<file path="config.mk">
export PLATFORM = sky130hd
export DESIGN_NAME = sens_cmd_decoder
export DESIGN_NICKNAME = d
export VERILOG_FILES = /design/src/hw/sens_cmd_pkg.sv /design/src/hw/sens_cmd_decoder.sv
export SDC_FILE = /design/constraint.sdc
export NUM_CORES = 1
export LEC_CHECK = 0
export ABC_AREA = 0
export BUFFER_PORTS_ARGS = -buffer_cell sky130_fd_sc_hd__clkbuf_2
export CORE_MARGIN = 1.5
export CORE_UTILIZATION = 56
export DETAILED_ROUTE_END_ITERATION = 10
export GPL_TIMING_DRIVEN = 0
export PLACE_DENSITY = 0.8
export SLEW_MARGIN = 15
export SYNTH_ARGS = -nofsm -noshare
export SYNTH_HDL_FRONTEND = slang
export SYNTH_SLANG_ARGS = --single-unit
</file>
<file path="constraint.sdc">
create_clock -name mclk -period 2.1 [get_ports mclk]
set_input_delay 0.42 -clock mclk [delete_from_list [all_inputs] [get_ports mclk]]
set_output_delay 0.42 -clock mclk [all_outputs]
set_load 0.05 [all_outputs]
</file>
<file path="src/hw/sens_cmd_pkg.sv">
// sensor command port definitions
// address map and register offsets
package sens_cmd_pkg;

    typedef logic [7:0]  cmd_byte_t;  // one byte of command/status bus
    typedef logic [15:0] cmd_addr_t;  // AL, AH
    typedef logic [15:0] cmd_data_t;  // D0, D1
    typedef logic [1:0]  reg_sel_t;   // register within one channel

    // channel block
    localparam cmd_addr_t SENSOR_GROUP_ADDR = 16'h0400;  // first channel
    localparam cmd_addr_t SENSOR_BASE_INC   = 16'h0040;  // step per channel

    // per-channel registers, offset 1 unused
    localparam reg_sel_t REG_MODE      = 2'd0;  // mode bits
    localparam reg_sel_t REG_SYNC_MULT = 2'd2;  // frames to combine minus 1
    localparam reg_sel_t REG_SYNC_LATE = 2'd3;  // lines to delay late sof

    localparam int MODE_EN_BIT = 0;  // channel enable

    // status packet address byte is base + channel
    localparam cmd_byte_t STATUS_ADDR_BASE = 8'h20;

endpackage
</file>
<file path="src/hw/sens_cmd_decoder.sv">
// byte-serial command decoder
// AL, AH, D0, D1 into one-hot channel register writes
module sens_cmd_decoder #(
    parameter int NUM_CHN = 4
) (
    input  logic                       mclk,
    input  logic                       rst,
    input  sens_cmd_pkg::cmd_byte_t    cmd_ad,   // byte stream
    input  logic                       cmd_stb,  // with AL
    output logic [NUM_CHN-1:0]         wr_en,    // one-hot, single cycle
    output sens_cmd_pkg::reg_sel_t     wr_reg,
    output sens_cmd_pkg::cmd_data_t    wr_data
);

    sens_cmd_pkg::cmd_byte_t cmd_ad_r;   // registered bus
    logic                    cmd_stb_r;
    logic                    busy;       // command in progress
    logic [1:0]              byte_cnt;   // next byte index
    sens_cmd_pkg::cmd_addr_t addr;
    sens_cmd_pkg::cmd_byte_t data_lo;    // D0
    sens_cmd_pkg::cmd_addr_t rel;        // address inside channel block
    sens_cmd_pkg::cmd_addr_t chn_idx;
    sens_cmd_pkg::cmd_addr_t reg_off;
    logic                    hit;

    always_ff @(posedge mclk) begin
        cmd_ad_r <= cmd_ad;
    end

    always_ff @(posedge mclk) begin
        if (rst) cmd_stb_r <= 1'b0;
        else     cmd_stb_r <= cmd_stb;
    end

    assign rel     = addr - sens_cmd_pkg::SENSOR_GROUP_ADDR;
    assign chn_idx = rel / sens_cmd_pkg::SENSOR_BASE_INC;   // power of two, just a shift
    assign reg_off = rel % sens_cmd_pkg::SENSOR_BASE_INC;
    assign hit = (addr >= sens_cmd_pkg::SENSOR_GROUP_ADDR) &&
                 (chn_idx < sens_cmd_pkg::cmd_addr_t'(NUM_CHN)) &&
                 (reg_off == sens_cmd_pkg::cmd_addr_t'(sens_cmd_pkg::REG_MODE) ||
                  reg_off == sens_cmd_pkg::cmd_addr_t'(sens_cmd_pkg::REG_SYNC_MULT) ||
                  reg_off == sens_cmd_pkg::cmd_addr_t'(sens_cmd_pkg::REG_SYNC_LATE));

    always_ff @(posedge mclk) begin
        if (rst) begin
            busy     <= 1'b0;
            byte_cnt <= 2'd0;
            wr_en    <= '0;
        end else begin
            wr_en <= '0;                      // pulse only
            if (cmd_stb_r) begin              // AL, new command restarts
                busy     <= 1'b1;
                byte_cnt <= 2'd1;
            end else if (busy) begin
                byte_cnt <= byte_cnt + 1'b1;
                if (byte_cnt == 2'd3) begin   // D1 on the bus
                    busy <= 1'b0;
                    for (int i = 0; i < NUM_CHN; i++) begin
                        wr_en[i] <= hit && (chn_idx == sens_cmd_pkg::cmd_addr_t'(i));
                    end
                end
            end
        end
    end

    // address and data assembly
    always_ff @(posedge mclk) begin
        if (cmd_stb_r) begin
            addr[7:0] <= cmd_ad_r;
        end else if (busy) begin
            case (byte_cnt)
                2'd1: addr[15:8] <= cmd_ad_r;
                2'd2: data_lo    <= cmd_ad_r;
                2'd3: begin
                    wr_data <= {cmd_ad_r, data_lo};
                    wr_reg  <= sens_cmd_pkg::reg_sel_t'(reg_off);
                end
                default: ;
            endcase
        end
    end

endmodule

</file>
==> qor.yml <==
drt_wl_total_um: 2490
setup_viol_count_final: 0
yosysUniqueCellTypes: 19
grt_util_met2_pct: 26.5
synth_nets: 105
ys_ff_latch: 58
num_vias: 898
hold_path_end: "cmd_ad_r[2]$_DFF_P_"
hold_start: "cmd_ad[2]"
track_usage_pct: 15.4
rows: 20
pwr-share-clk_pct: 35.2
rrSetupSlack_ns: 0.55
antenna-diode-count: 0
leakage_nw: 0.800
worstPathArrival_ns: 1.82
drt_iter0_drc: 40
worstHoldPathType: "input pin to flip-flop"
worst-path-buf-inv: 1
grtUsageMet1_pct: 15.0
p_sw_mw: 0.394
synth_edf_count: 42
dp_worst_setup_slack_ns: 0.577
layoutNonFillerInstCount: 183
max-cap-violations: 0
die_w_um: 59.6
worstHoldPathCells: 1
hold_ws_ns: 0.160
start_util_pct: 58.8
core-area_sq_um: 3050
crit_chain: "and3b_1 -> buf_2 -> nand3b_1 -> nor3_1"
max_freq_ghz: 0.647
setup_ws_ns: 0.553
antenna_found_initial: 0
worst_r2r_path_depth: 4
clkSlewWorstSetupHoldPaths_ns: 0.09
fillCellCount: 200
yosysSeqAreaShare_pct: 88.1
grt_pass1_wl_um: 3630
reg_top3: "addr x16, wr_data x16"
grt-ovfl-total: 0
port_buffers: 32
syn_inst: 91
hpwl_um: 1620
cp_slowest_cell: "dfxtp_1"
nets: 148
clock_path_buffers: 2
synth-main-ff-cell: "edfxtp_1"
startpoint: "cmd_stb_r$_SDFF_PP0_"
tritoncts: "yes"
vias_per_cell: 4.91
yosys_warnings: 0
place_area_sq_um: 2010
fin_crit_sh_pct: 73.6
drc: 0
vdd_drop_max_mv: 0.684
cts_buffers: 9
hold_viol_final: 0
cts_resized: 0
clkLatencyLatePin_ns: 0.35
grt_max_degree: 23
drv_slew: 0
seqPwrFrac_pct: 63.1
end_kind: "flip-flop"
regArea_sq_um: 1580
synthesis.area_sq_um: 1800
routabilityCongestion: 0.726
postLayoutCoreUtil_pct: 69.9
grtUsageMet3_pct: 7.42
drive_gt1_share_pct: 33.1
stdcell_area_sq_um: 2130
rsz0062_at_grt: "false"
status: "finished, final reports clean"
dp_cells: 167
cts_setup_buffers: 0
dieArea_sq_um: 3560
root_buffer: "clkbuf_4"
cpPeakStageDelay_ns: 0.48
hold_buffers: 0
multi_input_area_sq_um: 198
combPwrFrac_pct: 1.7
p_per_area_nw_per_um2: 951
start_kind: "flip-flop"
area_delta_synth_final_pct: 18.8
grt.busiest_layer: "met2"
syn_avg_cell_area_sq_um: 19.7
p_int_mw: 1.64
wl_per_cell_um: 13.6
crit_fanout: 22
swShare_pct: 19.4
ctsHtreeMaxLevel: 3
fin_crit_ns: 1.55
r2r-start: "cmd_stb_r$_SDFF_PP0_"
total_power_mw: 2.03
worst_pin_slew_ns: 0.520
grt_pass1_vias: 820
clock_sinks: 58
path_class: "flip-flop to flip-flop"
slew_headroom_pct: 65.3
final.setup_skew_ns: 0.0103
critPathTopFamily: "simple AND/OR/NAND/NOR gates"
io-pin-count: 33
finalSetupTns_ns: 0
ant_nets: 0
cp_data_required_time_ns: 2.38
r2r_end: "wr_en[1]$_SDFF_PP0_"
drtPass1Iterations: 4
synthArstFlopShare_pct: 0
chipHeight_um: 59.6
Yosys cell counts (all sizes together), types with 2 or more instances:
master / n / area share [%]
ha: 3 / 2.1
edfxtp: 42 / 70
inv: 3 / 0.63
nand2: 2 / 0.42
dfxtp: 16 / 18
nor2: 5 / 1.0
nor4: 2 / 1.0
nand3b: 2 / 0.84
and3b: 3 / 1.5
nor3: 5 / 1.4
power groups by stage:
stage               Clock [mW]  Sequential [mW]  Combinational [mW]
floorplan                    0             1.30              0.0176
finish                   0.714             1.28              0.0352
CTS                      0.724             1.28              0.0358
global route             0.772             1.28              0.0391
global placement             0             1.30              0.0327
detailed placement           0             1.31              0.0355
how the worst max path moves through the flow:
stage                            end  slack [ns]  cells after the start
2_1_floorplan   wr_data[0]$_DFFE_PP_        0.78                      3
3_3_place_gp   wr_data[13]$_DFFE_PP_        0.64                      2
3_5_place_dp     wr_en[1]$_SDFF_PP0_        0.58                      5
4_1_cts          wr_en[1]$_SDFF_PP0_        0.53                      4
5_1_grt          wr_en[1]$_SDFF_PP0_        0.39                      5
6_report         wr_en[1]$_SDFF_PP0_        0.55                      4
cells in the final DEF, fill, tap and decap left out, types with 3 or more instances in the layout:
master and count:
clkbuf_4 9, clkbuf_1 4, inv_1 3, nor3_1 5, edfxtp_1 42, and3b_1 3, ha_1 3, nor2_1 5
dfxtp_1 16, clkbuf_2 32
routing by layer:
metal | share of wire [%] | vias to the layer above
met5 | 0 | -
met4 | 1.1 | 0
met3 | 5.3 | 4
met2 | 54 | 32
met1 | 39 | 434
li1 | - | 428
logic make-up after synthesis:
group	count (synthesis)	share of synthesized area, %
buffers and inverters	4	0.906
AO/OA/AOI/OAI	2	0.766
XOR/XNOR	1	0.488
flip-flops	58	88.1
adder cells (fa/ha/maj)	3	2.09
AND/OR/NAND/NOR	23	7.67
area by class of cell:
class	instances	area share [%]
sequential	58	74.1
multi-input combinational	29	9.27
timing repair buffer	32	7.51
clock buffer	13	3.87
tap	44	2.58
clock inverter	3	1.88
inverter	3	0.528
buffer	1	0.235
Note: power is estimated with default switching activity, not from simulation.
