### config.mk
export PLATFORM = sky130hd
export DESIGN_NAME = sens_channel
export DESIGN_NICKNAME = d
export VERILOG_FILES = /design/src/hw/sens_frame_pkg.sv /design/src/hw/sens_cmd_pkg.sv /design/src/hw/sens_channel.sv
export SDC_FILE = /design/constraint.sdc
export NUM_CORES = 1
export LEC_CHECK = 0
export CAP_MARGIN = 20
export CORE_UTILIZATION = 30
export DETAILED_ROUTE_END_ITERATION = 16
export DONT_BUFFER_PORTS = 1
export PLACE_DENSITY = 0.49
export SYNTH_ARGS = -nofsm -noshare
export SYNTH_HDL_FRONTEND = slang
export SYNTH_SLANG_ARGS = --single-unit
### constraint.sdc
create_clock -name mclk -period 3.39 [get_ports mclk]
set_input_delay 0 -clock mclk [delete_from_list [all_inputs] [get_ports mclk]]
set_output_delay 0 -clock mclk [all_outputs]
set_load 0.1 [all_outputs]
### src/hw/sens_frame_pkg.sv
// frame sync types
package sens_frame_pkg;

    typedef logic [7:0] frame_cnt_t;   // accepted frames, also status data
    typedef logic [7:0] frame_mult_t;  // frames combined minus one
    typedef logic [7:0] line_cnt_t;    // late sof delay in lines

    localparam line_cnt_t SYNC_LATE_DFLT = 8'd15;  // late delay out of reset

endpackage

### src/hw/sens_cmd_pkg.sv
// sensor command port definitions
// address map and register offsets
package sens_cmd_pkg;

    typedef logic [7:0]  cmd_byte_t;  // one byte of command/status bus
    typedef logic [15:0] cmd_addr_t;  // AL, AH
    typedef logic [15:0] cmd_data_t;  // D0, D1
    typedef logic [1:0]  reg_sel_t;   // register within one channel

    // channel block
    localparam cmd_addr_t SENSOR_GROUP_ADDR = 16'h0400;  // first channel
    localparam cmd_addr_t SENSOR_BASE_INC   = 16'h0040;  // step per channel

    // per-channel registers, offset 1 unused
    localparam reg_sel_t REG_MODE      = 2'd0;  // mode bits
    localparam reg_sel_t REG_SYNC_MULT = 2'd2;  // frames to combine minus 1
    localparam reg_sel_t REG_SYNC_LATE = 2'd3;  // lines to delay late sof

    localparam int MODE_EN_BIT = 0;  // channel enable

    // status packet address byte is base + channel
    localparam cmd_byte_t STATUS_ADDR_BASE = 8'h20;

endpackage
### src/hw/sens_channel.sv
// one sensor channel
// frame decimator, late sof and status request
module sens_channel #(
    parameter int CHN = 0  // channel index
) (
    input  logic                     mclk,
    input  logic                     rst,
    input  logic                     wr_en,         // own bit from decoder
    input  sens_cmd_pkg::reg_sel_t   wr_reg,
    input  sens_cmd_pkg::cmd_data_t  wr_data,
    input  logic                     frame_start,   // single-cycle pulse
    input  logic                     line_end,      // single-cycle pulse
    input  logic                     stat_grant,    // packet taken by router
    output logic                     sof_out_mclk,
    output logic                     sof_late_mclk,
    output logic                     stat_rq,       // level until granted
    output sens_cmd_pkg::cmd_byte_t  stat_data
);

    logic                        en;         // mode register enable bit
    sens_frame_pkg::frame_mult_t mult;
    sens_frame_pkg::line_cnt_t   late;
    sens_frame_pkg::frame_mult_t grp_cnt;    // position in frame group
    sens_frame_pkg::line_cnt_t   line_cnt;   // lines since accepted start
    logic                        late_pend;  // waiting for late sof
    sens_frame_pkg::frame_cnt_t  frame_cnt;
    logic                        mult_wr;
    logic                        accept;     // frame start goes through

    // channel index shows up in the status address byte built by the router
    if (CHN > 8'hff - sens_cmd_pkg::STATUS_ADDR_BASE) begin : g_chn_range
        $error("channel index does not fit the status address byte");
    end

    assign mult_wr   = wr_en && (wr_reg == sens_cmd_pkg::REG_SYNC_MULT);
    assign accept    = en && frame_start && (grp_cnt == '0);  // first of each group
    assign stat_data = frame_cnt;                             // newest count

    always_ff @(posedge mclk) begin
        if (rst) begin
            en   <= 1'b0;
            mult <= '0;
            late <= sens_frame_pkg::SYNC_LATE_DFLT;
        end else if (wr_en) begin
            case (wr_reg)
                sens_cmd_pkg::REG_MODE:      en   <= wr_data[sens_cmd_pkg::MODE_EN_BIT];
                sens_cmd_pkg::REG_SYNC_MULT: mult <= wr_data[7:0];
                sens_cmd_pkg::REG_SYNC_LATE: late <= wr_data[7:0];
                default: ;                                    // offset 1 never decoded
            endcase
        end
    end

    // frame-combining counter, restarts on enable and on mult write
    always_ff @(posedge mclk) begin
        if (rst || !en || mult_wr) begin
            grp_cnt <= '0;
        end else if (frame_start) begin
            grp_cnt <= (grp_cnt >= mult) ? '0 : grp_cnt + 1'b1;
        end
    end

    always_ff @(posedge mclk) begin
        if (rst || !en) begin                  // disable drops count and request
            sof_out_mclk <= 1'b0;
            frame_cnt    <= '0;
            stat_rq      <= 1'b0;
        end else begin
            sof_out_mclk <= accept;            // 1 cycle after frame_start
            if (accept) begin
                frame_cnt <= frame_cnt + 1'b1;
                stat_rq   <= 1'b1;             // wins over a grant in same cycle
            end else if (stat_grant) begin
                stat_rq   <= 1'b0;
            end
        end
    end

    // late sof line counter
    always_ff @(posedge mclk) begin
        if (rst || !en) begin
            late_pend     <= 1'b0;
            line_cnt      <= '0;
            sof_late_mclk <= 1'b0;
        end else begin
            sof_late_mclk <= 1'b0;
            if (accept) begin                  // new start restarts the count
                line_cnt      <= '0;
                late_pend     <= (late != '0);
                sof_late_mclk <= (late == '0); // with sof_out
            end else if (late_pend && line_end) begin
                line_cnt <= line_cnt + 1'b1;
                if ((line_cnt + 1'b1) >= late) begin  // late-th line done
                    late_pend     <= 1'b0;
                    sof_late_mclk <= 1'b1;
                end
            end
        end
    end

endmodule

==> results.sh <==
export IMPL_status="finished clean"
export IMPL_clkTransAtPathRegs_ns=0.09
export IMPL_cp_startpoint="line_cnt[2]"
export IMPL_comb_power_share_pct=5.8
export IMPL_drv_cap=0
export IMPL_post_route_period_util_pct=67.82
export IMPL_tightest_slew_ns=1.064
export IMPL_place_congestion=0.7138
export IMPL_worst_ep_arrival_time_ns=2.51
export IMPL_synth_warnings=0
export IMPL_cts_buffer_depth=2
export IMPL_setup_viol=0
export IMPL_syn_area_per_cell_sq_um=8.612
export IMPL_antenna_cells=0
export IMPL_wirelength_um=5193
export IMPL_r2r_end="sof_late_mclk"
export IMPL_final_setup_tns_ns=0
export IMPL_crit_fanout=6
export IMPL_switching_share_pct=22.66
export IMPL_design_power_total_mw=1.038
export IMPL_synthArstFlopShare_pct=0
export IMPL_cpMaxStageDelayCell="dfxtp_1"
export IMPL_period_minus_slack_ns=2.299
export IMPL_rsz0062_at_grt="no"
export IMPL_grtUsageTotal_pct=13.68
export IMPL_clock_sinks=45
export IMPL_synthCells=274
export IMPL_clkLatencyLatePin_ns=0.31
export IMPL_tritoncts="built"
export IMPL_cp_required_ns=3.60
export IMPL_grt_overflow_total=0
export IMPL_yosysUniqueCellTypes=40
export IMPL_synth_nets=318
export IMPL_crit_chain="nand3_1 > nor3_1 > xor2_1 > ha_1 > and3_1 > nand4_1 > a211o_1 > a311oi_1"
export IMPL_placed_cell_area_sq_um=2492
export IMPL_initial_core_util_pct=31.85
export IMPL_crit_type="register to register"
export IMPL_start_kind="register"
export IMPL_crit_path_end_kind="register"
export IMPL_synth_seq_cells=45
export IMPL_rows=31
export IMPL_max_freq_mhz=435.0
export IMPL_skew_ns=0.01304
export IMPL_cts_setup_buffers=0
export IMPL_final_max_slew_viol_count=0
export IMPL_via_count=1878
export IMPL_power_frac_clock_pct=42.1
export IMPL_yosysSeqAreaShare_pct=38.18
export IMPL_slew_headroom_pct=28.99
export IMPL_h_tree_depth=2
export IMPL_hold_violations=0
export IMPL_io_pins=35
export IMPL_drive_gt1_share_pct=6.441
export IMPL_cellPowerDensity_nw_per_um2=375.7
export IMPL_die_h_um=90.69
export IMPL_seq_power_share_pct=52.1
export IMPL_drt_drc_violations_left=0
export IMPL_routedWlPerCell_um=13.18
export IMPL_antenna_found_initial=0
export IMPL_rr_worst_depth=8
export IMPL_ant_nets=0
export IMPL_peakVddDrop_v=0.0002129
export IMPL_nNetsFinal=338
export IMPL_internal_power_uw=802.7
export IMPL_worst_path_stages=8
export IMPL_cts_hold_fix_buffers=15
export IMPL_numCtsBuffers=5
export IMPL_cp_num_buf_inv=0
export IMPL_final_cell_area_sq_um=2763
export IMPL_cts_resized=0
export IMPL_first_iter_violations=45
export IMPL_syn_to_final_growth_pct=17.07
export IMPL_core_area_sq_um=7408
export IMPL_p_leak_nw=1.013
export IMPL_hpwlAfterDp_um=3798
export IMPL_synth_edf_count=0
export IMPL_endpoint="sof_late_mclk"
export IMPL_port_buffers=0
export IMPL_critPathMaxStageDelay_ns=0.41
export IMPL_viasPerCell=4.766
export IMPL_cpLargestDelayFamily="simple AND/OR/NAND/NOR gates"
export IMPL_dr_pass1_iters=4
export IMPL_r2r_start="line_cnt[2]"
export IMPL_worstHoldPathType="input pin to register"
export IMPL_hold_ws_ns=0.01320
export IMPL_synthesis_area_sq_um=2360
export IMPL_min_from="frame_start"
export IMPL_clk_root_buffer_cell="clkbuf_8"
export IMPL_grt_max_degree=19
export IMPL_die_area_sq_um=8225
export IMPL_grt_pass1_vias=1846
export IMPL_p_sw_uw=235.1
export IMPL_synth_ff_type="dfxtp_1"
export IMPL_grt_pass1_wl_um=9059
export IMPL_dieWidth_um=90.69
export IMPL_ff2ff_setup_slack_ns=1.09
## flip-flops by register name, summed over array words and instances (netlist names)
signal,flops
grp_cnt,8
late,8
line_cnt,8
mult,8
stat_data,8
en,1
late_pend,1
sof_late_mclk,1
sof_out_mclk,1
stat_rq,1
## cell type report
class	count	area, sq um
inverter	17	63.81
multi-input combinational	205	1366
clock buffer	6	82.58
fill	767	4646
sequential	45	900.9
tap	99	123.9
clock inverter	2	37.54
timing repair buffer	20	187.7
## cells in the mapped netlist, types with 2 or more instances
master | n | area share, %
inv_1 | 17 | 2.7
nor2_1 | 23 | 3.7
a21o_1 | 3 | 0.95
nand3b_1 | 3 | 0.95
a211oi_1 | 9 | 2.9
nand3_1 | 11 | 2.3
o21ai_0 | 2 | 0.42
nand4_1 | 4 | 1.1
xor2_1 | 10 | 3.7
xnor2_1 | 13 | 4.8
clkbuf_1 | 5 | 0.80
ha_1 | 20 | 11
nand2b_1 | 4 | 1.1
nor4_1 | 3 | 0.80
buf_2 | 2 | 0.42
nor3_1 | 5 | 1.1
or4_1 | 3 | 0.95
and3b_1 | 2 | 0.74
and3_1 | 4 | 1.1
o31ai_1 | 2 | 0.64
a21oi_1 | 20 | 4.2
a211o_1 | 5 | 1.9
dfxtp_1 | 45 | 38
nand2_1 | 42 | 6.7
mux2i_1 | 2 | 0.85
## worst register-to-register path, stage by stage (launching register included)
cell	delay, ns
dfxtp_1	0.41
nand3_1	0.24
nor3_1	0.28
xor2_1	0.11
ha_1	0.30
and3_1	0.18
nand4_1	0.10
a211o_1	0.30
a311oi_1	0.28
## kinds of logic (layout without fill, tap and decap cells)
kind of cell	Yosys count	in the layout	synth area share, %
simple gates	113	113	24.81
compound gates	47	47	13.10
flops	45	45	38.18
buf+inv	24	45	3.924
xor+xnor	23	23	8.536
fa+ha+maj	20	20	10.60
mux	2	2	0.8484
## layer usage
layer / wire (um) / GRT usage, %
met5: 0 / 0
met4: 74 / 4.839
met3: 151 / 2.946
met2: 2401 / 22.60
met1: 2564 / 17.44
## cell usage in the layout (no fill, tap or decap), types with 2 or more instances in the layout
cell	n
dfxtp_1	45
nand2_1	42
nor2_1	23
a21oi_1	20
ha_1	20
inv_1	17
dlygate4sd3_1	15
xnor2_1	13
nand3_1	11
xor2_1	10
a211oi_1	9
clkbuf_8	6
nor3_1	5
a211o_1	5
buf_4	5
and3_1	4
nand2b_1	4
nand4_1	4
nand3b_1	3
a21o_1	3
or4_1	3
nor4_1	3
and3b_1	2
mux2i_1	2
o21ai_0	2
o31ai_1	2
## metrics by stage
stage          instances  utilization, %  worst slack [ns]
2_1_floorplan        274               -             1.311
3_3_place_gp         371           33.64             1.132
3_5_place_dp         371           33.64             1.095
4_1_cts              394           37.29             1.072
5_1_grt              394           37.29            0.8232
6_report             394           37.29             1.091
## power by group through the flow
stage | Combinational [mW] | Sequential, mW | Clock, mW
floorplan | 0.0375 | 0.552 | 0
global placement | 0.0408 | 0.554 | 0
detailed placement | 0.0413 | 0.554 | 0
CTS | 0.0609 | 0.541 | 0.451
global route | 0.0682 | 0.543 | 0.472
finish | 0.0601 | 0.541 | 0.437
## how the worst min path moves through the flow
stage | end | cells past startpoint
after global routing | grp_cnt[3] | 3
after floorplan | late[2] | 1
after detailed placement | mult[3] | 1
final | grp_cnt[3] | 3
after CTS | grp_cnt[3] | 3
after global placement | late[5] | 1
Note: power is estimated with default switching activity, not from simulation.
